$ cat src/common/exu_pkg.sv
// exu_pkg: widths, instruction encodings and operation codes of the execute unit
`default_nettype none

package exu_pkg;

	localparam int XLEN      = 32;
	localparam int ACC_W     = 64;
	localparam int REG_IDX_W = 5;

	typedef logic [XLEN-1:0]             xlen_t;
	typedef logic signed [ACC_W-1:0]     acc_t;
	typedef logic [REG_IDX_W-1:0]        reg_idx_t;
	typedef logic [31:0]                 inst_t;

	// major opcodes
	localparam logic [6:0] OPC_R    = 7'b0110011;
	localparam logic [6:0] OPC_I    = 7'b0010011;
	localparam logic [6:0] OPC_LI   = 7'b0000111;
	localparam logic [6:0] OPC_ACC  = 7'b1111111;
	localparam logic [6:0] OPC_ACCI = 7'b0011111;
	localparam logic [6:0] OPC_ACCX = 7'b0111111; // funct3 000 trans, 111 set
	localparam logic [6:0] OPC_DIV  = 7'b1011111;

	localparam logic [6:0] F7_BASE = 7'b0000000;
	localparam logic [6:0] F7_ALT  = 7'b0100000;
	localparam logic [6:0] F7_ROT  = 7'b0001111;
	localparam logic [6:0] F7_DOTP = 7'b1111111;

	// codes follow the original alucontrol table, 1010 and 1111 unused
	typedef enum logic [3:0] {
		ALU_ADD    = 4'b0000,
		ALU_SUB    = 4'b0001,
		ALU_SLL    = 4'b0010,
		ALU_SLT    = 4'b0011,
		ALU_SLE    = 4'b0100,
		ALU_XOR    = 4'b0101,
		ALU_SRA    = 4'b0110,
		ALU_SRL    = 4'b0111,
		ALU_OR     = 4'b1000,
		ALU_AND    = 4'b1001,
		ALU_ROTCW  = 4'b1011,
		ALU_ROTACW = 4'b1100,
		ALU_PASS_B = 4'b1101,
		ALU_DOTP   = 4'b1110
	} alu_op_t;

	typedef enum logic [2:0] {
		MAC_NONE  = 3'd0,
		MAC_MAC   = 3'd1,
		MAC_CLEAR = 3'd2,
		MAC_TRANS = 3'd3,
		MAC_DIV   = 3'd4
	} mac_op_t;

	function automatic logic [6:0] get_opcode(inst_t inst);
		return inst[6:0];
	endfunction

	function automatic logic [2:0] get_funct3(inst_t inst);
		return inst[14:12];
	endfunction

	function automatic logic [6:0] get_funct7(inst_t inst);
		return inst[31:25];
	endfunction

	function automatic reg_idx_t get_rd(inst_t inst);
		return inst[11:7];
	endfunction

	// sign extended I immediate
	function automatic xlen_t imm_i(inst_t inst);
		return {{(XLEN-12){inst[31]}}, inst[31:20]};
	endfunction

endpackage

`default_nettype wire

$ cat src/alu/sat_alu.sv
// sat_alu: combinational ALU with saturating add/sub, rotates and bytewise dot product
`default_nettype none

module sat_alu (
	input logic clk,
	input logic res,
	input logic valid,
	input exu_pkg::alu_op_t op,
	input exu_pkg::xlen_t a,
	input exu_pkg::xlen_t b,
	output exu_pkg::xlen_t data,
	output logic sat
);
	import exu_pkg::*;

	xlen_t sum;
	xlen_t diff;
	xlen_t sat_val;
	xlen_t dot;
	logic  add_ovf;
	logic  sub_ovf;
	logic [4:0] sh;
	logic [2*XLEN-1:0] rot_r;
	logic [2*XLEN-1:0] rot_l;

	assign sh = b[4:0];
	assign sum = a + b;
	assign diff = a - b;
	assign add_ovf = (a[XLEN-1] == b[XLEN-1]) && (sum[XLEN-1] != a[XLEN-1]);
	assign sub_ovf = (a[XLEN-1] != b[XLEN-1]) && (diff[XLEN-1] != a[XLEN-1]);
	// overflow direction follows the sign of a
	assign sat_val = a[XLEN-1] ? {1'b1, {(XLEN-1){1'b0}}} : {1'b0, {(XLEN-1){1'b1}}};

	assign rot_r = {a, a} >> sh;
	assign rot_l = {a, a} << sh;

	assign dot = a[7:0] * b[7:0] + a[15:8] * b[15:8]
		+ a[23:16] * b[23:16] + a[31:24] * b[31:24];

	always_comb
	begin
		data = '0;
		sat = 1'b0;
		case (op)
			ALU_ADD:
			begin
				data = add_ovf ? sat_val : sum;
				sat = add_ovf;
			end
			ALU_SUB:
			begin
				data = sub_ovf ? sat_val : diff;
				sat = sub_ovf;
			end
			ALU_SLL:    data = a << sh;
			ALU_SLT:    data = ($signed(a) < $signed(b)) ? 32'd1 : 32'd0;
			ALU_SLE:    data = ($signed(a) <= $signed(b)) ? 32'd1 : 32'd0;
			ALU_XOR:    data = a ^ b;
			ALU_SRA:    data = $signed(a) >>> sh;
			ALU_SRL:    data = a >> sh;
			ALU_OR:     data = a | b;
			ALU_AND:    data = a & b;
			ALU_ROTCW:  data = rot_r[XLEN-1:0]; // bit i takes a[(i+sh)%32]
			ALU_ROTACW: data = rot_l[2*XLEN-1:XLEN];
			ALU_PASS_B: data = b;
			ALU_DOTP:   data = dot;
			default:    data = '0;
		endcase
	end

	op_known: assert property (@(posedge clk) disable iff (!res)
		valid |-> op inside {ALU_ADD, ALU_SUB, ALU_SLL, ALU_SLT, ALU_SLE, ALU_XOR,
			ALU_SRA, ALU_SRL, ALU_OR, ALU_AND, ALU_ROTCW, ALU_ROTACW,
			ALU_PASS_B, ALU_DOTP});

endmodule

`default_nettype wire

$ cat config.mk
export PLATFORM = sky130hd
export DESIGN_NAME = sat_alu
export DESIGN_NICKNAME = d
export VERILOG_FILES = /design/src/common/exu_pkg.sv /design/src/alu/sat_alu.sv
export SDC_FILE = /design/constraint.sdc
export NUM_CORES = 1
export LEC_CHECK = 0
export BUFFER_PORTS_ARGS = -buffer_cell sky130_fd_sc_hd__buf_2
export CAP_MARGIN = 5
export CELL_PAD_IN_SITES_DETAIL_PLACEMENT = 1
export CELL_PAD_IN_SITES_GLOBAL_PLACEMENT = 1
export CORE_ASPECT_RATIO = 0.9
export CORE_MARGIN = 3
export CORE_UTILIZATION = 45
export DETAILED_ROUTE_END_ITERATION = 12
export MAX_ROUTING_LAYER = met4
export PLACE_DENSITY_LB_ADDON = 0.12
export SLEW_MARGIN = 10
export SYNTH_ARGS = -nofsm -noshare
export SYNTH_HDL_FRONTEND = slang
export SYNTH_SLANG_ARGS = --single-unit
$ cat constraint.sdc
create_clock -name vclk -period 14.15
set_input_delay 2.83 -clock vclk [all_inputs]
set_output_delay 2.83 -clock vclk [all_outputs]
set_load 0.02 [all_outputs]
Yosys cells after proc, flatten, opt, wreduce, memory -nomap -nowiden
Index checks and enable logic that the tools add are counted.
{ "word_totals": {"ff_bits": 0, "elab_cells": 46} }
{ "classes": {"n_eq_ne": 17, "mux": 7, "n_lt_le_gt_ge": 2, "shift": 5, "multipliers": 4, "reduce_logical": 3, "addsub": 5, "bitwise_logic": 3} }
{ "ops": {"columns": ["op", "count"], "rows": [
  ["one-hot mux 32 bit (14 select lines)", 1],
  ["two-way mux 32 bit", 3],
  ["multiplier 8 x 8 -> 16 bit", 4],
  ["left shift 64 x 5 -> 64 bit", 1],
  [">> shifter 64 x 5 -> 32 bit", 1],
  ["adder 32 bit", 1],
  ["AND 32 bit", 1],
  ["<= comparator 32 bit", 1],
  ["< comparator 32 bit", 1],
  ["OR 32 bit", 1],
  ["left shift 32 x 5 -> 32 bit", 1],
  [">> shifter 32 x 5 -> 32 bit", 1],
  [">>> shifter 32 x 5 -> 32 bit", 1],
  ["subtractor 32 bit", 1],
  ["bitwise XOR 32 bit", 1],
  ["equality test 4 bit (second input constant)", 6],
  ["adder 18 x 16 -> 19 bit", 1],
  ["adder 17 x 16 -> 18 bit", 1],
  ["adder 16 x 16 -> 17 bit", 1],
  ["equality test 4 x 3 -> 1 bit (second input constant)", 4],
  ["equality test 4 x 2 -> 1 bit (second input constant)", 2],
  ["equality test 4 x 1 -> 1 bit (second input constant)", 1],
  ["logical NOT 4 bit", 1],
  ["inequality test 1 bit", 3],
  ["other kinds (4)", 6]
]} }

Depth between registers and ports, before layout
{ "depth": {"ltp_word": 5, "depth_mapped": 31} }

Worst setup path before layout
OpenSTA, ideal clock, no wires.
{ "synth_path": {"path_kind": "input-to-output", "startpoint": "in b[3]", "endpoint": "out data[17]", "stages": 28, "slack_ps": 1149, "path_buffers": 4, "required_time_ps": 11320, "arrival_time_ps": 10171, "cell_sequence": "clkbuf_1 > inv_2 > buf_1 > clkbuf_1 > buf_1 > nor2_1 > fa_1 > fa_1 > fa_1 > inv_1 > fa_1 > fa_1 > inv_1 > fa_1 > inv_1 > fa_1 > fa_1 > inv_1 > ha_1 > a21oi_1 > o21ai_0 > a21oi_1 > o21ai_0 > a21o_1 > a21oi_1 > o21ai_0 > xnor2_1 > o211ai_1"} }
{ "synth_between": {"elab_chain_cells": 5, "elab_cells_between_ends": 18} }
{ "synth_rtl": {"columns": ["element", "line", "source"], "rows": [
  ["start: declaration", "sat_alu.sv:10", "input exu_pkg::xlen_t b,"],
  ["multiplier 8 x 8 -> 16 bit, or another cell as far along", "sat_alu.sv:37", "assign dot = a[7:0] * b[7:0] + a[15:8] * b[15:8]"],
  ["adder 16 x 16 -> 17 bit, or another cell as far along", "sat_alu.sv:37", null],
  ["adder 17 x 16 -> 18 bit, or another cell as far along", "sat_alu.sv:38", "+ a[23:16] * b[23:16] + a[31:24] * b[31:24];"],
  ["adder 18 x 16 -> 19 bit, or another cell as far along", "sat_alu.sv:38", null],
  ["one-hot mux 32 bit (14 select lines) *", "sat_alu.sv:44", "case (op)"],
  ["end: declaration", "sat_alu.sv:11", "output exu_pkg::xlen_t data,"]
]} }
Mark *: on every way between the ends. The rest lies on a longest branch, timed or not.

Final worst setup path
{ "layout_path": {"startpoint": "in a[13]", "endpoint": "out data[17]"} }
{ "layout_between": {"elab_chain_cells": 5, "elab_cells_between_ends": 18} }
{ "layout_rtl": {"columns": ["element", "line", "source"], "rows": [
  ["start: declaration", "sat_alu.sv:9", "input exu_pkg::xlen_t a,"],
  ["multiplier 8 x 8 -> 16 bit, or another cell as far along", "sat_alu.sv:37", null],
  ["adder 16 x 16 -> 17 bit, or another cell as far along", "sat_alu.sv:37", null],
  ["adder 17 x 16 -> 18 bit, or another cell as far along", "sat_alu.sv:38", null],
  ["adder 18 x 16 -> 19 bit, or another cell as far along", "sat_alu.sv:38", null],
  ["one-hot mux 32 bit (14 select lines) *", "sat_alu.sv:44", null]
]} }
Marks and branches as above.

==> summary.md <==
| Metric | Value |
|---|---|
| Area growth from synthesis to layout | 4.67% |
| Initial Util | 46.3% |
| RSZ-0062 raised after global routing | false |
| Worst Setup SP | a[13] |
| Hold wc startpoint | op[1] |
| Met1 Track Usage GR | 60.9% |
| Dpl hpwl | 87.5 mm |
| Status | completed |
| NumNets Final | 3,129 |
| First-pass GRT wire length | 153 mm |
| Die Height | 204 µm |
| Die area | 46,200 µm² |
| Syn avg cell area | 7.54 µm² |
| Die Wd | 226 µm |
| Fin util | 48.5% |
| Crit. End Element | output pin |
| Postcts setup bufs | 0 |
| Number of I/O port buffers | 101 |
| Fill count | 5,345 |
| Post_cts resized | 0 |
| DRC violations left | 0 |
| Gate Count Post-Synth | 2,606 |
| Final Wtd Congestion | 1.12 |
| FMAX | 72.2 MHz |
| DRT Wirelength | 107 mm |
| Crit-path slowest cell | fa_1 |
| Total iterations of the first detailed-routing run | 5 |
| Crit share post-route | 97.8% |
| Initial antenna violation count | 6 |
| Max Cap Viol | 0 |
| Hold buffers post-CTS | 0 |
| Most crowded layer after global routing | met2 |
| Register area | 0 µm² |
| Critical path type | in -> out |
| Yosys warns | 0 |
| Layout cells sized above 1 | 10.5% |
| CP Data Required Time | 11.32 ns |
| Synth Cell Area | 19,700 µm² |
| Most common library cells after synthesis | 391 x inv_1, 355 x nor2_1, 228 x fa_1 |
| Count leader, synth | inv_1 |
| Worst endpoint data arrival time | 11.01 ns |
| Hold Path Class | in -> out |
| Worst-path cell chain | buf_2 > clkinv_1 > nor2_1 > fa_1 > fa_1 > fa_1 > fa_1 > fa_1 > fa_1 > fa_1 > inv_1 > fa_1 > inv_1 > ha_1 > or3_1 > a21oi_1 > o21ai_0 > a21o_1 > a21oi_1 > o21ai_0 > xnor2_1 > o211ai_1 > buf_2 |
| Yosys top cell by area | fa_1 |
| Final setup violation count | 0 |
| Unique masters post-synth | 101 |
| Vias in the first global route | 21,800 |
| Drt wl/cell | 34.0 µm |
| Top cells by area, synth | fa_1 23%, ha_1 14%, inv_1 7.5%, nor2_1 6.8%, mux4_2 5.8% |
| Worst slew margin | 23.4% |
| Clock buffers | 0 |
| Core area | 42,500 µm² |
| All-Layer GR Usage | 47.0% |
| Final setup TNS | 0 ns |
| IO Pins | 104 |
| Fin crit period | 13.84 ns |
| Pins Over Slew Limit | 0 |
| Slew @ Worst Pin | 1.14 ns |
| Mapped Nets | 3,132 |
| Crit path top cell by count | fa_1 |
| Via density | 6.84 |
| Worst stage delay on the critical path | 0.60 ns |
| CP top delay family | adder cells |
| FFs & Latches | 0 |
| Fin. Hold Viols | 0 |
| Buffers & Inverters on Critical Path | 5 |
| DR vias | 21,600 |
| Worst Path Max Fanout | 12 |
| Setup crit start kind | input port |
| Met3 Use GR | 15.0% |
| Rows | 71 |
| Gr ovfl total | 0 |
| Pin count of the biggest net entering global routing | 81 |
| Sequential area share after synthesis | 0% |
| Detail Route Antenna Nets | 0 |
| Global routing usage on met2 | 65.5% |
| Initial drt markers | 3,148 |
| Synth top area share | 23.2% |
## routing by layer
metal	part of all wire [%]	routed length [µm]
met2	41	43400
met3	14	14700
met5	0	0
met4	7.1	7570
met1	39	41600
## layout by cell type (no fill, tap or decap), types with 51 or more instances in the layout
master / synthesis / final
o21ai_0: 150 / 150
inv_1: 391 / 391
buf_4: 17 / 59
nand2_1: 224 / 224
nor2_1: 355 / 352
a21oi_1: 174 / 173
xnor2_1: 52 / 52
fa_1: 228 / 228
mux4_2: 51 / 51
ha_1: 227 / 227
mux2i_1: 57 / 57
buf_2: 25 / 97
## path summary, 6_finish.rpt
kind	end	slack (ns)	depth (start not counted)
worst max-delay path	data[17]	0.31	23
worst min-delay path	sat	6.13	3
## cell type report
cell class	instances	area, µm²	area share, %
multi-input combinational	2031	17400	84.5
tap	547	684	3.33
timing repair buffer	156	928	4.51
antenna	5	12.5	0.0608
inverter	414	1550	7.55
## cells by family (layout without fill, tap and decap cells)
kind of cell	after synthesis	after routing	synth area share, %
compound gates	640	640	21.5
buf+inv	575	570	11.7
fa+ha+maj	455	455	37.7
simple gates	748	748	16.4
mux	124	124	9.78
xor+xnor	64	64	2.92
other cells	0	5	0
## through the flow
stage               hold WS (ns)  instances  instance area [µm²]  setup slack [ns]
global route                6.15       3153                20600             0.132
finish                      6.13       3153                20600             0.305
CTS                         6.12       3148                20600             0.520
detailed placement          6.12       3148                20600             0.544
global placement            6.10       3148                20600             0.737
floorplan                   5.93       2606                19700              1.15
