`src/common/exu_pkg.sv`:
```
// exu_pkg: widths, instruction encodings and operation codes of the execute unit
`default_nettype none

package exu_pkg;

	localparam int XLEN      = 32;
	localparam int ACC_W     = 64;
	localparam int REG_IDX_W = 5;

	typedef logic [XLEN-1:0]             xlen_t;
	typedef logic signed [ACC_W-1:0]     acc_t;
	typedef logic [REG_IDX_W-1:0]        reg_idx_t;
	typedef logic [31:0]                 inst_t;

	// major opcodes
	localparam logic [6:0] OPC_R    = 7'b0110011;
	localparam logic [6:0] OPC_I    = 7'b0010011;
	localparam logic [6:0] OPC_LI   = 7'b0000111;
	localparam logic [6:0] OPC_ACC  = 7'b1111111;
	localparam logic [6:0] OPC_ACCI = 7'b0011111;
	localparam logic [6:0] OPC_ACCX = 7'b0111111; // funct3 000 trans, 111 set
	localparam logic [6:0] OPC_DIV  = 7'b1011111;

	localparam logic [6:0] F7_BASE = 7'b0000000;
	localparam logic [6:0] F7_ALT  = 7'b0100000;
	localparam logic [6:0] F7_ROT  = 7'b0001111;
	localparam logic [6:0] F7_DOTP = 7'b1111111;

	// codes follow the original alucontrol table, 1010 and 1111 unused
	typedef enum logic [3:0] {
		ALU_ADD    = 4'b0000,
		ALU_SUB    = 4'b0001,
		ALU_SLL    = 4'b0010,
		ALU_SLT    = 4'b0011,
		ALU_SLE    = 4'b0100,
		ALU_XOR    = 4'b0101,
		ALU_SRA    = 4'b0110,
		ALU_SRL    = 4'b0111,
		ALU_OR     = 4'b1000,
		ALU_AND    = 4'b1001,
		ALU_ROTCW  = 4'b1011,
		ALU_ROTACW = 4'b1100,
		ALU_PASS_B = 4'b1101,
		ALU_DOTP   = 4'b1110
	} alu_op_t;

	typedef enum logic [2:0] {
		MAC_NONE  = 3'd0,
		MAC_MAC   = 3'd1,
		MAC_CLEAR = 3'd2,
		MAC_TRANS = 3'd3,
		MAC_DIV   = 3'd4
	} mac_op_t;

	function automatic logic [6:0] get_opcode(inst_t inst);
		return inst[6:0];
	endfunction

	function automatic logic [2:0] get_funct3(inst_t inst);
		return inst[14:12];
	endfunction

	function automatic logic [6:0] get_funct7(inst_t inst);
		return inst[31:25];
	endfunction

	function automatic reg_idx_t get_rd(inst_t inst);
		return inst[11:7];
	endfunction

	// sign extended I immediate
	function automatic xlen_t imm_i(inst_t inst);
		return {{(XLEN-12){inst[31]}}, inst[31:20]};
	endfunction

endpackage

`default_nettype wire

```
`src/design/exu_decode.sv`:
```
// exu_decode: maps the instruction to ALU or MAC operation and registers the execute stage
`default_nettype none

module exu_decode (
	input logic clk,
	input logic res,
	input logic in_valid,
	input exu_pkg::inst_t in_inst,
	input exu_pkg::xlen_t in_rs1,
	input exu_pkg::xlen_t in_rs2,
	output logic ex_valid,
	output logic ex_illegal,
	output exu_pkg::reg_idx_t ex_rd,
	output exu_pkg::alu_op_t ex_alu_op,
	output exu_pkg::mac_op_t ex_mac_op,
	output exu_pkg::xlen_t ex_a,
	output exu_pkg::xlen_t ex_b
);
	import exu_pkg::*;

	alu_op_t dec_alu;
	mac_op_t dec_mac;
	logic    dec_illegal;
	logic    use_imm;

	always_comb
	begin
		dec_alu = ALU_ADD;
		dec_mac = MAC_NONE;
		dec_illegal = 1'b0;
		use_imm = 1'b0;
		case (get_opcode(in_inst))
			OPC_R:
			begin
				case ({get_funct7(in_inst), get_funct3(in_inst)})
					{F7_BASE, 3'b000}: dec_alu = ALU_ADD;
					{F7_ALT, 3'b000}:  dec_alu = ALU_SUB;
					{F7_BASE, 3'b001}: dec_alu = ALU_SLL;
					{F7_ALT, 3'b010}:  dec_alu = ALU_SLT;
					{F7_BASE, 3'b011}: dec_alu = ALU_SLE;
					{F7_BASE, 3'b100}: dec_alu = ALU_XOR;
					{F7_BASE, 3'b101}: dec_alu = ALU_SRA;
					{F7_ALT, 3'b101}:  dec_alu = ALU_SRL;
					{F7_BASE, 3'b110}: dec_alu = ALU_OR;
					{F7_BASE, 3'b111}: dec_alu = ALU_AND;
					{F7_ROT, 3'b000}:  dec_alu = ALU_ROTCW;
					{F7_ROT, 3'b001}:  dec_alu = ALU_ROTACW;
					{F7_DOTP, 3'b000}: dec_alu = ALU_DOTP;
					default:           dec_illegal = 1'b1;
				endcase
			end
			OPC_I:
			begin
				use_imm = 1'b1;
				case (get_funct3(in_inst))
					3'b000:  dec_alu = ALU_ADD;
					3'b001:  dec_alu = ALU_SLL;
					3'b010:  dec_alu = ALU_SLT;
					3'b011:  dec_alu = ALU_SLE;
					3'b100:  dec_alu = ALU_XOR;
					3'b101:  dec_alu = ALU_SRA;
					3'b110:  dec_alu = ALU_OR;
					default: dec_alu = ALU_AND;
				endcase
			end
			OPC_LI:
			begin
				dec_alu = ALU_PASS_B; // li rd, imm
				use_imm = 1'b1;
			end
			OPC_ACC:  dec_mac = MAC_MAC;
			OPC_ACCI:
			begin
				dec_mac = MAC_MAC;
				use_imm = 1'b1;
			end
			OPC_ACCX:
			begin
				if (get_funct3(in_inst) == 3'b000)
					dec_mac = MAC_TRANS;
				else if (get_funct3(in_inst) == 3'b111)
					dec_mac = MAC_CLEAR;
				else
					dec_illegal = 1'b1;
			end
			OPC_DIV:  dec_mac = MAC_DIV; // ac / rs1
			default:  dec_illegal = 1'b1;
		endcase
	end

	always_ff @(posedge clk or negedge res)
	begin
		if (!res)
		begin
			ex_valid <= 1'b0;
			ex_illegal <= 1'b0;
			ex_alu_op <= ALU_ADD;
			ex_mac_op <= MAC_NONE;
		end
		else
		begin
			ex_valid <= in_valid;
			ex_illegal <= in_valid && dec_illegal;
			ex_alu_op <= dec_alu;
			ex_mac_op <= dec_mac;
		end
	end

	always_ff @(posedge clk)
	begin
		ex_rd <= get_rd(in_inst);
		ex_a <= in_rs1;
		ex_b <= use_imm ? imm_i(in_inst) : in_rs2;
	end

	// an illegal instruction must never reach the accumulator
	illegal_no_mac: assert property (@(posedge clk) disable iff (!res)
		ex_illegal |-> ex_mac_op == MAC_NONE);

endmodule

`default_nettype wire

```
`config.mk`:
```
export PLATFORM = sky130hd
export DESIGN_NAME = exu_decode
export DESIGN_NICKNAME = d
export VERILOG_FILES = /design/src/common/exu_pkg.sv /design/src/design/exu_decode.sv
export SDC_FILE = /design/constraint.sdc
export NUM_CORES = 1
export LEC_CHECK = 0
export BUFFER_PORTS_ARGS = -buffer_cell sky130_fd_sc_hd__clkbuf_2
export CORE_MARGIN = 2
export CORE_UTILIZATION = 36
export DETAILED_ROUTE_END_ITERATION = 12
export GPL_ROUTABILITY_DRIVEN = 0
export PLACE_DENSITY = 0.75
export SETUP_SLACK_MARGIN = 0.2
export SYNTH_ARGS = -nofsm -noshare
export SYNTH_HDL_FRONTEND = slang
export SYNTH_SLANG_ARGS = --single-unit
export TNS_END_PERCENT = 5
```
`constraint.sdc`:
```
create_clock -name clk -period 0.8 [get_ports clk]
set_input_delay 0.2 -clock clk [delete_from_list [all_inputs] [get_ports clk]]
set_output_delay 0.2 -clock clk [all_outputs]
set_load 0.01 [all_outputs]
```
After elaboration in Yosys (flattened, before gate mapping) --
Index checks and enable logic that the tools add are counted.
Storage, ports and cells: word-level logic and storage cells 52, register bits 78, output and inout bits 78
Operators by class: eq/ne operators 26, muxes and demuxes 12, reduce and logical (&&, ||, !) cells 7
Operators with widths (count):
- $pmux 4 s12 | 1
- $eq 10x3->1 const B | 4
- $mux 32 | 1
- $eq 10x9->1 const B | 3
- $pmux 4 s7 | 1
- $eq 10x7->1 const B | 2
- $eq 7x5->1 const B | 2
- $eq 7x6->1 const B | 2
- $eq 7x7->1 const B | 2
- $reduce_or 13->1 | 1
- $eq 3x3->1 const B | 4
- $pmux 4 s3 | 1
- $eq 10x1->1 const B | 1
- $eq 10x10->1 const B | 1
- $eq 10x2->1 const B | 1
- $logic_not 10->1 | 1
- $pmux 3 s3 | 1
- $eq 7x3->1 const B | 1
- $eq 3x2->1 const B | 2
- $reduce_or 5->1 | 1
- $mux 1 | 4
- $mux 2 | 2
- $eq 3x1->1 const B | 1
- $logic_not 3->1 | 1
- other kinds (4) | 4

Depth between registers and ports, before layout --
word-level depth 5, mapped depth 6, mapped depth without buffers 4

Worst setup path before layout --
OpenSTA, ideal clock, no wires.
path kind input -> register, start point input port in_inst[2], end point register ex_b[10], slack -573 ps, required time 677 ps, stages on the path 4, arrival time 1250 ps, buffers on the path 1, library setup time 123 ps, cells stage by stage and2b_4 > o311ai_4 > buf_6 > mux2_1
Between the ends: longest elaborated chain between the ends 4
RTL lines:
- start: declaration | RTL line exu_decode.sv:8 | input exu_pkg::inst_t in_inst,
- $eq 7x5->1 / $eq 7x3->1 (equally long branches) | RTL line exu_decode.sv:32 | case (get_opcode(in_inst))
- $reduce_or 3->1 (no line) (*)
- $mux 1 (*) | RTL line exu_decode.sv:32
- $mux 32 (*) | RTL line exu_decode.sv:113 | ex_b <= use_imm ? imm_i(in_inst) : in_rs2;
- end signal: assignment | RTL line exu_decode.sv:113
- end: declaration | RTL line exu_decode.sv:17 | output exu_pkg::xlen_t ex_b
Every way passes the cells marked *; elsewhere a longest branch is shown, timed or not.

Final worst setup path --
start point input port in_inst[2], end point register ex_b[2]
The elaborated chain is that of the path after synthesis.

==> out/results.txt <==
During placement, the flow inserted port buffers numbering 171. After synthesis, the cell types taking the most area are dfxtp_1, dfrtp_1, nand2_1. The tree is rooted in a clkbuf_8.

Total number of clock tree sinks: 78. The initial detailed-routing violation count was 50; the ratio of routed vias to standard cells was 4.698. The tools report the yosys synthesis warning count as 0. The standard cell core area was 6719 um^2.

The worst hold path cell count came out at 1. dfxtp_1 takes more of the synthesized area than any other cell. The final number of hold-violating endpoints was 0; the highest net fanout along the worst path was 15. The post-synthesis instance total is 217. TritonCTS built the clock tree. For the relative slew slack, the log shows 78.67%. OpenSTA, run right after detailed placement, puts the worst setup slack at -0.6835 ns. The count of flip-flops with a built-in enable after synthesis is 0, and the H-tree depth reported by CTS is 3. Count of inserted antenna diode cells: 0. Once the floorplan was initialized, standard cells occupied 36.76% of the core. Entering global routing, the biggest net connects 22 pins.

The total routing usage reported by global routing was 18.53%. Of the synthesized area, sequential elements account for 65.05%. Combinational logic is responsible for 15.6% of the overall power. STA classifies the critical path endpoint as a register.

VDD sags by at most 1069 uV. The cell area that synthesis handed to floorplanning was 2470 um^2. The run gives 2464 as the via count of the first global-routing pass.

The distinct cell type count after synthesis is 44. Based on the critical path, the design can be clocked at up to 0.8864 GHz. Setup violations remaining at the end of the flow were counted as 115.

Measured along the x axis, the die boundary spans 86.83 um. The run finished, with violations left. Per report_power, the clock group accounts for 33.3% of the total. The fraction of layout instances using a drive strength above 1 is 59.18%. At the end of the flow, the number of nets in the layout was 557. The floorplan step defined a die boundary enclosing 7539 um^2.

The share of the synthesized area in the top cell type is 55.93%. The area growth from synthesis to layout came out at 82.52%. The tools report the setup total negative slack as -23.40 ns.

The worst hold path begins at in_valid. In this run, flip-flops and latches consume 51.1% of the power. In this run the worst hold path is classified as primary input to register. The final setup slack of the worst path came out at -0.3282 ns.

The leading cell type in the layout, fill and taps excluded was clkbuf_2. Setup repair after global routing could not meet its margin everywhere. After synthesis, the share of flip-flops with an asynchronous set or reset is 11.54%.

For this run, design rule violations remaining after detail routing come to 0. Leftover overflow at the end of global routing: 0. The floorplan has 30 rows. Each instance of the synthesized netlist takes up on average 11.38 um^2. Of the available clock period, the critical path in the final layout requires 141.0%. The path with the worst hold slack has its endpoint at ex_valid.

Sum of internal, switching and leakage power: 8.184 mW. Leaving out fill and tap cells, the most frequent cells in the layout are clkbuf_2, dfxtp_1, nand2_1. STA classifies the critical path startpoint as a primary input.

Data on the critical path arrives at its endpoint at 1.36 ns. The power density over the cells is 1815 nW/um^2. The average detailed-routed wire length per instance came out at 14.92 um. The detailed-placement wirelength estimate came out at 5015 um.

The final route contains 2551 vias. For the total count of max-transition violations in the final report, the log shows 0. The final critical path time including I/O delays and setup was 1.128 ns; the initial antenna violation count was 0. The utilization of the core after routing came out at 67.10%.

Dominant synthesized flop cell: dfxtp_1. The type of the setup path with the least slack was primary input to register. The tools report the global-route wire length before repair as 10740 um. In this run the count of I/O pins placed on the die edge is 177.

For the synthesized net count, the log shows 316. No sink is reached through more buffers than the 2 on the longest clock path. Transition time of the tightest slew-check pin: 0.3192 ns. For the total net switching power, the log shows 2.160 mW.

The worst endpoint required time was 1.03 ns; the proportion of total power due to net switching was 26.39%. The checks that failed: setup timing. Counting flops and latches in the post-synthesis netlist gives 78. The detailed-routing iteration count for the pre-antenna-repair pass is 4, and the clock-pin slew on the worst setup and hold paths is 0.08 ns. TritonCTS created 9 clock buffers.

For the final wirelength, the log shows 8102 um. Leakage component of the power: 2.277 nW. The logs give 6.024 mW for the total internal power and 0 for the remaining antenna violation count. Count of max-cap constraint violations: 0. The die outline height was 86.83 um.
[state kept, by name, indices dropped and copies added, names as in the netlist]
signal	cells
ex_b	32
ex_a	32
ex_rd	5
ex_mac_op	3
ex_valid	1
ex_illegal	1
ex_alu_op	4
[power by group through the flow]
stage               clock [mW]  sequential (mW)  combinational [mW]
floorplan                    0             4.35               0.245
global placement             0             4.24               0.935
detailed placement           0             4.24               0.954
CTS                       2.81             4.16                1.13
global route              2.99             4.20                1.37
finish                    2.73             4.18                1.27
[area by class of cell]
cell class | count | area, um^2
Tap cell | 80 | 100.1
Multi-Input combinational cell | 125 | 904.6
Inverter | 3 | 11.26
Clock buffer | 9 | 123.9
Fill cell | 505 | 2211
Sequential cell | 78 | 1635
Clock inverter | 7 | 66.31
Timing Repair Buffer | 241 | 1667
[routing by layer]
layer | wire length (um) | track usage, % | vias up
li1 | - | - | 1221
met1 | 2806 | 19.10 | 1151
met2 | 4257 | 32.62 | 147
met3 | 718 | 7.048 | 32
met4 | 319 | 9.233 | 0
met5 | 0 | 0 | -
[critical path, cell delays in order]
cell and delay (ns):
clkbuf_2 0.10, and2b_4 0.19, o311ai_4 0.34, buf_12 0.19, mux2_2 0.33
[worst max-delay path by stage]
| stage | from | to | cells after the start |
|---|---|---|---|
| 2_1_floorplan | in_inst[2] | ex_b[10] | 4 |
| 3_3_place_gp | in_inst[2] | ex_b[2] | 5 |
| 3_5_place_dp | in_inst[2] | ex_b[5] | 5 |
| 4_1_cts | in_inst[2] | ex_b[2] | 5 |
| 5_1_grt | in_inst[2] | ex_b[10] | 5 |
| 6_report | in_inst[2] | ex_b[2] | 5 |
[timing repair]
action / in CTS / in global routing
buffers inserted: 1 / 0
endpoints found under the setup margin: 118 / 119
endpoints found under the hold margin: 47 / 0
pin swaps: 1 / 6
resized for setup: 20 / 120
hold buffers: 38 / 0
[synth_stat cells (2+ instances only)]
library cell and number:
nor2_1 4, mux2_1 7, o211ai_1 2, buf_2 2
clkbuf_1 4, a21oi_1 7, o22ai_1 2, nand2b_1 3
a221oi_1 2, a31oi_1 2, inv_1 3, dfxtp_1 69
nor4_1 2, mux2_2 5, dfrtp_1 9, buf_6 3
or2_2 2, o21ai_0 4, nand2_1 46, nor2b_1 2
nor3_1 4, o2bb2ai_1 2, buf_4 2, nand3_1 4
nor3b_1 5, a211oi_1 2
[stage by stage]
stage	hold WS (ns)	instances	cell area, um^2
2_1_floorplan	-0.09559	217	2470
3_3_place_gp	0.05155	488	3622
3_5_place_dp	0.05431	488	3622
4_1_cts	-0.003399	543	4275
5_1_grt	0.005851	543	4508
6_report	0.03000	543	4508
[logic make-up (layout without fill, tap and decap cells)]
family | Yosys count | count (layout) | synth area share [%]
AND/OR/NAND/NOR | 81 | 81 | 16.21
flip-flops | 78 | 78 | 65.05
AO/OA/AOI/OAI | 29 | 29 | 8.713
buffers and inverters | 14 | 260 | 3.444
multiplexers | 13 | 13 | 5.876
XOR/XNOR | 2 | 2 | 0.7093
(Power assumes the default switching activity.)
