--- src/common/exu_pkg.sv ---
// exu_pkg: widths, instruction encodings and operation codes of the execute unit
`default_nettype none

package exu_pkg;

	localparam int XLEN      = 32;
	localparam int ACC_W     = 64;
	localparam int REG_IDX_W = 5;

	typedef logic [XLEN-1:0]             xlen_t;
	typedef logic signed [ACC_W-1:0]     acc_t;
	typedef logic [REG_IDX_W-1:0]        reg_idx_t;
	typedef logic [31:0]                 inst_t;

	// major opcodes
	localparam logic [6:0] OPC_R    = 7'b0110011;
	localparam logic [6:0] OPC_I    = 7'b0010011;
	localparam logic [6:0] OPC_LI   = 7'b0000111;
	localparam logic [6:0] OPC_ACC  = 7'b1111111;
	localparam logic [6:0] OPC_ACCI = 7'b0011111;
	localparam logic [6:0] OPC_ACCX = 7'b0111111; // funct3 000 trans, 111 set
	localparam logic [6:0] OPC_DIV  = 7'b1011111;

	localparam logic [6:0] F7_BASE = 7'b0000000;
	localparam logic [6:0] F7_ALT  = 7'b0100000;
	localparam logic [6:0] F7_ROT  = 7'b0001111;
	localparam logic [6:0] F7_DOTP = 7'b1111111;

	// codes follow the original alucontrol table, 1010 and 1111 unused
	typedef enum logic [3:0] {
		ALU_ADD    = 4'b0000,
		ALU_SUB    = 4'b0001,
		ALU_SLL    = 4'b0010,
		ALU_SLT    = 4'b0011,
		ALU_SLE    = 4'b0100,
		ALU_XOR    = 4'b0101,
		ALU_SRA    = 4'b0110,
		ALU_SRL    = 4'b0111,
		ALU_OR     = 4'b1000,
		ALU_AND    = 4'b1001,
		ALU_ROTCW  = 4'b1011,
		ALU_ROTACW = 4'b1100,
		ALU_PASS_B = 4'b1101,
		ALU_DOTP   = 4'b1110
	} alu_op_t;

	typedef enum logic [2:0] {
		MAC_NONE  = 3'd0,
		MAC_MAC   = 3'd1,
		MAC_CLEAR = 3'd2,
		MAC_TRANS = 3'd3,
		MAC_DIV   = 3'd4
	} mac_op_t;

	function automatic logic [6:0] get_opcode(inst_t inst);
		return inst[6:0];
	endfunction

	function automatic logic [2:0] get_funct3(inst_t inst);
		return inst[14:12];
	endfunction

	function automatic logic [6:0] get_funct7(inst_t inst);
		return inst[31:25];
	endfunction

	function automatic reg_idx_t get_rd(inst_t inst);
		return inst[11:7];
	endfunction

	// sign extended I immediate
	function automatic xlen_t imm_i(inst_t inst);
		return {{(XLEN-12){inst[31]}}, inst[31:20]};
	endfunction

endpackage

`default_nettype wire

--- src/design/exu_writeback.sv ---
// exu_writeback: picks the ALU or MAC result and registers the output strobe
`default_nettype none

module exu_writeback (
	input logic clk,
	input logic res,
	input logic ex_valid,
	input logic ex_illegal,
	input exu_pkg::reg_idx_t ex_rd,
	input exu_pkg::mac_op_t ex_mac_op,
	input exu_pkg::xlen_t alu_data,
	input exu_pkg::xlen_t mac_data,
	input logic alu_sat,
	input logic mac_sat,
	output logic out_valid,
	output logic out_illegal,
	output logic out_wr,
	output exu_pkg::reg_idx_t out_rd,
	output exu_pkg::xlen_t out_data,
	output logic out_sat
);
	import exu_pkg::*;

	logic  use_mac;
	logic  acc_only;
	xlen_t sel_data;
	logic  sel_sat;

	assign use_mac = (ex_mac_op != MAC_NONE);
	assign acc_only = (ex_mac_op == MAC_MAC) || (ex_mac_op == MAC_CLEAR); // no rd write
	assign sel_data = ex_illegal ? '0 : (use_mac ? mac_data : alu_data);
	assign sel_sat = !ex_illegal && (use_mac ? mac_sat : alu_sat);

	always_ff @(posedge clk or negedge res)
	begin
		if (!res)
		begin
			out_valid <= 1'b0;
			out_illegal <= 1'b0;
			out_wr <= 1'b0;
			out_sat <= 1'b0;
		end
		else
		begin
			out_valid <= ex_valid;
			out_illegal <= ex_valid && ex_illegal;
			out_wr <= ex_valid && !ex_illegal && !acc_only && (ex_rd != '0);
			out_sat <= ex_valid && sel_sat;
		end
	end

	always_ff @(posedge clk)
	begin
		out_rd <= ex_rd;
		out_data <= sel_data;
	end

endmodule

`default_nettype wire

--- config.mk ---
export PLATFORM = sky130hd
export DESIGN_NAME = exu_writeback
export DESIGN_NICKNAME = d
export VERILOG_FILES = /design/src/common/exu_pkg.sv /design/src/design/exu_writeback.sv
export SDC_FILE = /design/constraint.sdc
export NUM_CORES = 1
export LEC_CHECK = 0
export BUFFER_PORTS_ARGS = -buffer_cell sky130_fd_sc_hd__buf_2
export CAP_MARGIN = 25
export CORE_ASPECT_RATIO = 1.5
export CORE_MARGIN = 4
export CORE_UTILIZATION = 37
export DETAILED_ROUTE_END_ITERATION = 16
export PLACE_DENSITY = 0.83
export SLEW_MARGIN = 20
export SYNTH_ARGS = -nofsm -noshare
export SYNTH_HDL_FRONTEND = slang
export SYNTH_SLANG_ARGS = --single-unit
--- constraint.sdc ---
create_clock -name clk -period 0.8 [get_ports clk]
set_clock_uncertainty 0.2 [all_clocks]
set_input_delay 0.16 -clock clk [delete_from_list [all_inputs] [get_ports clk]]
set_output_delay 0.16 -clock clk [all_outputs]
set_load 0.01 [all_outputs]
== Yosys cells after proc, flatten, opt, wreduce, memory -nomap -nowiden ==
Index checks and enable logic that the tools add are counted.
W data, S select, Z words.

* Bits in registers: 41
* Bits of input ports: 78
* Output and inout port bits: 41

* Muxes and demuxes: 2
* Reductions and logical operators: 11
* Equal/unequal tests: 2

{| class="wikitable"
|+ Operator list
! kind !! count
|-
| $mux W32 || 1
|-
| $logic_and A1 B1 Y1 || 6
|-
| $reduce_bool A5 Y1 || 1
|-
| $eq A3 B1 Y1 const B || 1
|-
| $eq A3 B2 Y1 const B || 1
|-
| $reduce_bool A3 Y1 || 1
|-
| $logic_not A1 Y1 || 2
|-
| $logic_or A1 B1 Y1 || 1
|-
| $mux W1 || 1
|}

== Logic depth before layout (Yosys ltp) ==
Gate-level depths: netlist of the first run.

* Word-level depth: 5
* Gate-level depth with buffers: 5
* Depth with buffers taken out: 3

== Least setup slack after synthesis of the first run ==
Ideal clock, no wire load.

* Kind: in2reg
* Start point: input port ex_mac_op[2]
* End point: register out_data[10]
* Stages on the path: 5
* Arrival time: 0.904 ns
* Library setup time: 0.132 ns
* Slack: -0.436 ns
* Buffers on the path: 2
* Cell sequence: or3_1 buf_6 buf_6 nand2_1 a21oi_1

* Cells in the longest elaborated chain, start to end: 2

{| class="wikitable"
|+ RTL lines
! element !! RTL line !! source
|-
| from (decl) || exu_writeback.sv:10 || <nowiki>input exu_pkg::mac_op_t ex_mac_op,</nowiki>
|-
| $reduce_bool A3 Y1 || exu_writeback.sv:29 || <nowiki>assign use_mac = (ex_mac_op != MAC_NONE);</nowiki>
|-
| $mux W32 || exu_writeback.sv:31 || <nowiki>assign sel_data = ex_illegal ? '0 : (use_mac ? mac_data : alu_data);</nowiki>
|-
| to (signal assigned) || exu_writeback.sv:55 || <nowiki>out_data <= sel_data;</nowiki>
|-
| to (decl) || exu_writeback.sv:19 || <nowiki>output exu_pkg::xlen_t out_data,</nowiki>
|}

Every way passes these cells.
A chain may end at the register's enable or synchronous reset.

== Worst setup path after layout of the first run ==
* Start point: register out_illegal
* End point: output port out_illegal

{| class="wikitable"
|+ RTL lines
! element !! RTL line !! source
|-
| from (decl) || exu_writeback.sv:16 || <nowiki>output logic out_illegal,</nowiki>
|-
| from (signal assigned) || exu_writeback.sv:46 || <nowiki>out_illegal <= ex_valid && ex_illegal;</nowiki>
|}

No word-level cell between the ends.

==> results.md, run 1 <==
* Max-cap viol count at 0
* Setup violators final at 76
* Total grt overflow at 0
* Seq/Total Area, Yosys at 59.7%
* Critical path's top delay family: flip-flops
* Core area at 3680 µm²
* Worst setup EP type: primary output
* CP Data Required Time at 440 ps
* Pin count of the biggest net entering global routing at 20
* Final antenna-violating net count at 0
* Routed WL per cell at 15.8 µm
* Pre-CTS setup slack at -555 ps
* Vias per cell at 4.72
* Violated checks: negative hold slack, negative setup slack
* Top-area cell type share of the netlist area at 52.6%
* Top cells by area, synth: dfxtp_1, nand2_1, a21oi_1
* GP Congestion at 0.750
* Starting Density at 38.2%
* Hold Crit Class: in -> reg
* Final Hold Vio Count at 40
* Period utilization at 148%
* Num CTS Buffers at 5
* Die Wd at 58.4 µm
* Initial antenna violation count at 0
* FMAX at 847 MHz
* Synth area leader: dfxtp_1
* Leak at 0.00138 µW
* Boundary pin count at 119
* Max-slew headroom at 85.8%
* Input/output buffers at 118
* Largest stage delay, worst path at 390 ps
* First-pass GRT wire length at 7460 µm
* Final worst setup slack at -381 ps
* CTS tree: yes
* Startpoint Class: register
* 1st-iter DRT viols at 18
* Synth Warn # at 0
* RSZ-0062 raised after global routing: yes
* CP arrival at 820 ps
* Area of the mapped netlist at 1410 µm²
* Worst Tran Pin Value at 213 ps
* Drt pass-1 iters at 3
* Row Count at 27
* Power per Cell Area at 1590 nW/µm²
* Min cycle time layout at 1180 ps
* Clock transition at the registers of the reported paths at 70 ps
* Vias in the first global route at 1673
* Mapped Nets at 236
* Status: complete, but fails checks
* Cell count after synthesis at 158
* Routed vias at 1586
* Area grow syn2layout at 106%
* Clock Path Buffers at 2
* CTS root buf: clkbuf_8
* Avg Inst Size Synth at 8.91 µm²
* DRC Markers at 0
* Die Height at 83.5 µm
* Clk sinks at 41
* Die ar. at 4880 µm²
* Layout cell share with drive strength beyond 1 at 79.2%
* Total Routed Length at 5320 µm
* Crit path buf inv count at 1
* GRT Util Overall at 20.2%
* Hold Worst Slack at -234 ps
* Critical path class: reg -> out
* Yosys reg bits at 41
* Crit path cell chain: buf_2
* CP max FO at 1
* Final Max Slew Viols at 0
* Non-Filler Instances at 336
* Detailed Place HPWL at 3190 µm
* Maximum vdd drop at 1340 µV
* Max stage delay cell, worst path: dfrtp_1
* Yosys cell types at 17
* Diodes inserted at 0
* Final net count at 371
* H-tree depth at 2
* Dpl cells at 315
[sequential cells by signal, summed over array words and instances, names as in the netlist]
name and count:
out_valid 1, out_illegal 1, out_data 32, out_sat 1
out_wr 1, out_rd 5
[final cells by class]
| class | count | area (µm²) |
|---|---|---|
| tap | 43 | 53.8 |
| multi-input combinational | 106 | 841 |
| clock buffer | 7 | 86.3 |
| timing repair buffer | 139 | 1050 |
| sequential | 41 | 863 |
| fill | 255 | 787 |
[placed cells by master, fill, tap and decap left out]
| cell type | count |
|---|---|
| buf_16 | 2 |
| nand2_2 | 11 |
| and2_1 | 1 |
| a21oi_1 | 5 |
| buf_12 | 4 |
| nor4b_2 | 1 |
| buf_2 | 93 |
| nand2_1 | 26 |
| clkbuf_1 | 1 |
| xnor2_2 | 1 |
| or3_4 | 1 |
| nor3_4 | 1 |
| nor2_4 | 1 |
| dfxtp_1 | 19 |
| buf_8 | 4 |
| or4_4 | 1 |
| buf_4 | 7 |
| dlygate4sd3_1 | 2 |
| nand2_4 | 27 |
| a21oi_2 | 27 |
| dfxtp_2 | 18 |
| nor2_1 | 1 |
| dfrtp_1 | 4 |
| mux2i_1 | 1 |
| buf_6 | 26 |
| clkbuf_16 | 1 |
| clkbuf_8 | 6 |
| nor3b_1 | 1 |
[through the flow]
stage / power [µW] / instance area [µm²] / util [%] / TNS (ps)
finish: 4590 / 2900 / 78.6 / -20760
global route: 4800 / 2900 / 78.6 / -22300
CTS: 4390 / 2500 / 67.9 / -21060
detailed placement: 2890 / 2050 / 55.8 / -18060
global placement: 2870 / 2050 / 55.8 / -17300
floorplan: 2510 / 1410 / - / -13580
[logic make-up (layout without fill, tap and decap cells)]
group                  after synthesis  after routing  share of synthesized area [%]
AND/OR/NAND/NOR                     72             72                           22.2
flip-flops                          41             41                           59.7
AO/OA/AOI/OAI                       32             32                           11.4
buffers and inverters               11            146                           5.33
XOR/XNOR                             1              1                          0.622
multiplexers                         1              1                          0.711
[power breakdown]
group,switching [µW],internal [µW]
Clock,653,684
Combinational,467,564
Sequential,44.2,2180
Total,1160,3430
[worst paths after layout]
path | startpoint | to | slack, ps | cells past startpoint
max in group asynchronous | res | out_wr | 250 | 2
min | ex_rd[3] | out_rd[3] | -230 | 1
max | out_illegal | out_illegal | -380 | 1
min in group asynchronous | res | out_valid | 30 | 2
[repair_timing]
| action | CTS | global route |
|---|---|---|
| gates resized for setup | 61 | 95 |
| cloned | 5 | 1 |
| hold endpoints to repair | 45 | 41 |
| hold buffers | 1 | 1 |
| setup endpoints to repair | 75 | 75 |
| pin swaps | 14 | 20 |
| buffers inserted | 5 | 3 |
[per-layer routing]
layer | vias to the layer above | GRT usage, % | share of wire [%]
met1 | 734 | 16.9 | 32
met5 | - | 0 | 0
met3 | 11 | 5.73 | 6.6
met2 | 66 | 41.3 | 60
li1 | 775 | - | -
met4 | 0 | 7.17 | 2.0
[cells in the mapped netlist]
cell and count:
a21oi_1 32, nor3b_1 1, or3_1 1, nor4b_1 1, dfrtp_1 4, clkbuf_1 4
xnor2_1 1, and2_1 1, buf_2 3, or4_1 1, buf_6 4, nor2_1 2
mux2i_1 1, nor3_4 1, dfxtp_1 37, nand2_2 5, nand2_1 59
Power figures use the tool's default switching activity.
==> run 2: changes to the inputs <==
--- a/config.mk
+++ b/config.mk
@@ -12,6 +12,7 @@
 export CORE_UTILIZATION = 37
 export DETAILED_ROUTE_END_ITERATION = 16
 export PLACE_DENSITY = 0.83
+export RECOVER_POWER = 50
 export SLEW_MARGIN = 20
 export SYNTH_ARGS = -nofsm -noshare
 export SYNTH_HDL_FRONTEND = slang
==> run 2 against run 1 <==
Against the previous run: the flow still finishes with violations (negative hold slack, negative setup slack); power is 0.13% lower; non-clock buffer count stayed put; routed wire length hardly changed; sequential cell count stayed put; maximum frequency hardly changed; sequential share of layout area is 0.12 points higher; via count is 0.25% higher; first-iteration DRC count is 11% higher; combinational power hardly changed; cell count stayed put; worst setup slack hardly changed; cell area is 0.39% lower.
==> results.md, run 2 (same netlist as run 1, synthesis figures left out) <==
* Status: complete, but fails checks
* Violated checks: negative hold slack, negative setup slack
* CTS tree: yes
* GRT Util Overall at 20.2% (unchanged)
* Crit path depth at 1 (unchanged)
* Combinational power share at 22.3% (-0.2 points)
* Largest register FFs at 32 (unchanged)
* Hold Worst Slack at -208 ps (+26.1 ps)
* FMAX at 846 MHz (about the same)
* Pin count of the biggest net entering global routing at 20 (unchanged)
* Starting Density at 38.2% (unchanged)
* Initial antenna violation count at 0 (unchanged)
* Drt pass-1 iters at 4 (+1)
* CP max FO at 1 (unchanged)
* Reg with most FFs: out_data
* Routed WL per cell at 15.8 µm (about the same)
* Maximum vdd drop at 1340 µV (about the same)
* Area grow syn2layout at 105%
* Diodes inserted at 0 (unchanged)
* CP arrival at 820 ps (about the same)
* RSZ-0062 raised after global routing: yes
* CTS root buf: clkbuf_8
* Final antenna-violating net count at 0 (unchanged)
* Setup violators final at 76 (unchanged)
* Total Routed Length at 5320 µm (about the same)
* H-tree depth at 2 (unchanged)
* Min cycle time layout at 1180 ps (+0.331 ps)
* Clock Power Share at 29.1% (about the same)
* Pint at 3420 µW (-0.17%)
* Pwr Total at 4590 µW (-0.13%)
* Most common cell after layout, fill and taps aside: buf_2
* 1st-iter DRT viols at 20 (+2)
* Boundary pin count at 119 (unchanged)
* Die Height at 83.5 µm (unchanged)
* Num CTS Buffers at 5 (unchanged)
* Hold Crit Class: in -> reg
* Vias in the first global route at 1673 (unchanged)
* Vias per cell at 4.73 (+0.25%)
* Largest stage delay, worst path at 390 ps (about the same)
* Sw Ratio at 25.4% (+0.032 points)
* Period utilization at 148% (about the same)
* Max stage delay cell, worst path: dfrtp_1
* Leak at 0.00136 µW (-0.97%)
* Input/output buffers at 118 (unchanged)
* Clock transition at the registers of the reported paths at 70 ps (about the same)
* Clk sinks at 41 (unchanged)
* Worst Tran Pin Value at 213 ps (+0.0256 ps)
* Routed vias at 1590 (+0.25%)
* CP Data Required Time at 440 ps (about the same)
* Max-cap viol count at 0 (unchanged)
* Switching pwr at 1160 µW (about the same)
* Reg power frac at 48.5% (about the same)
* Final worst setup slack at -382 ps (-0.331 ps)
* Die ar. at 4880 µm² (unchanged)
* Max-slew headroom at 85.8% (about the same)
* Largest regs: out_data x32, out_rd x5
* Total grt overflow at 0 (unchanged)
* Final net count at 371 (unchanged)
* Row Count at 27 (unchanged)
* Clock Path Buffers at 2 (unchanged)
* Detailed Place HPWL at 3190 µm (unchanged)
* Crit path buf inv count at 1 (unchanged)
* Layout cell share with drive strength beyond 1 at 77.8% (-1.4 points)
* First-pass GRT wire length at 7460 µm (unchanged)
* Final Max Slew Viols at 0 (unchanged)
* Core area at 3680 µm² (unchanged)
* GP Congestion at 0.750 (unchanged)
* Die Wd at 58.4 µm (unchanged)
* Commonest cells after routing, fill and taps aside: buf_2, nand2_4, a21oi_2, nand2_1, buf_6
* Final Hold Vio Count at 40 (unchanged)
* Crit path cell chain: buf_2
* Critical path's top delay family: flip-flops
* Worst setup EP type: primary output
* DRC Markers at 0 (unchanged)
* Power per Cell Area at 1590 nW/µm² (+0.26%)
* Critical path class: reg -> out
* Startpoint Class: register
* Worst hold path depth at 1 (unchanged)
-- run 2: per-stage QoR --
stage / utilization [%] / area (µm²) / setup WS [ps] / cells / TNS, ps
4_1_cts: 67.9 / 2500 / -365 / 333 / -21060
3_3_place_gp: 55.8 / 2050 / -525 / 315 / -17300
3_5_place_dp: 55.8 / 2050 / -555 / 315 / -18060
5_1_grt: 78.3 / 2880 / -413 / 336 / -22300
2_1_floorplan: - / 1410 / -424 / 158 / -13580
6_report: 78.3 / 2880 / -382 / 336 / -20740
-- run 2: cell type report --
| type | count | area (µm²) |
|---|---|---|
| multi-input combinational | 106 | 841 |
| tap | 43 | 53.8 |
| fill | 258 | 798 |
| timing repair buffer | 139 | 1040 |
| clock buffer | 7 | 86.3 |
| sequential | 41 | 863 |
-- run 2: power groups by stage --
stage          sequential, µW  clock (µW)  combinational, µW
3_5_place_dp             2240           0                641
2_1_floorplan            2320           0                196
5_1_grt                  2240        1460               1100
4_1_cts                  2200        1360                825
6_report                 2230        1340               1030
3_3_place_gp             2240           0                628
-- run 2: worst paths after layout --
check                       startpoint  slack, ps           to
max                        out_illegal       -380  out_illegal
min                           ex_rd[3]       -210    out_rd[3]
max in group asynchronous          res        240       out_wr
min in group asynchronous          res         40    out_valid
-- run 2: metal layers --
| metal | global-route usage [%] | wire length, µm |
|---|---|---|
| met5 | 0 | 0 |
| met4 | 7.17 | 109 |
| met3 | 5.73 | 356 |
| met2 | 41.3 | 3170 |
| met1 | 16.9 | 1690 |
-- run 2: timing repair --
action / CTS / global route
cloned: 5 / 1
endpoints found under the hold margin: 45 / 41
gates resized for setup: 61 / 95
pin swaps: 14 / 20
setup endpoints to repair: 75 / 75
buffers inserted: 5 / 3
hold buffers: 1 / 1
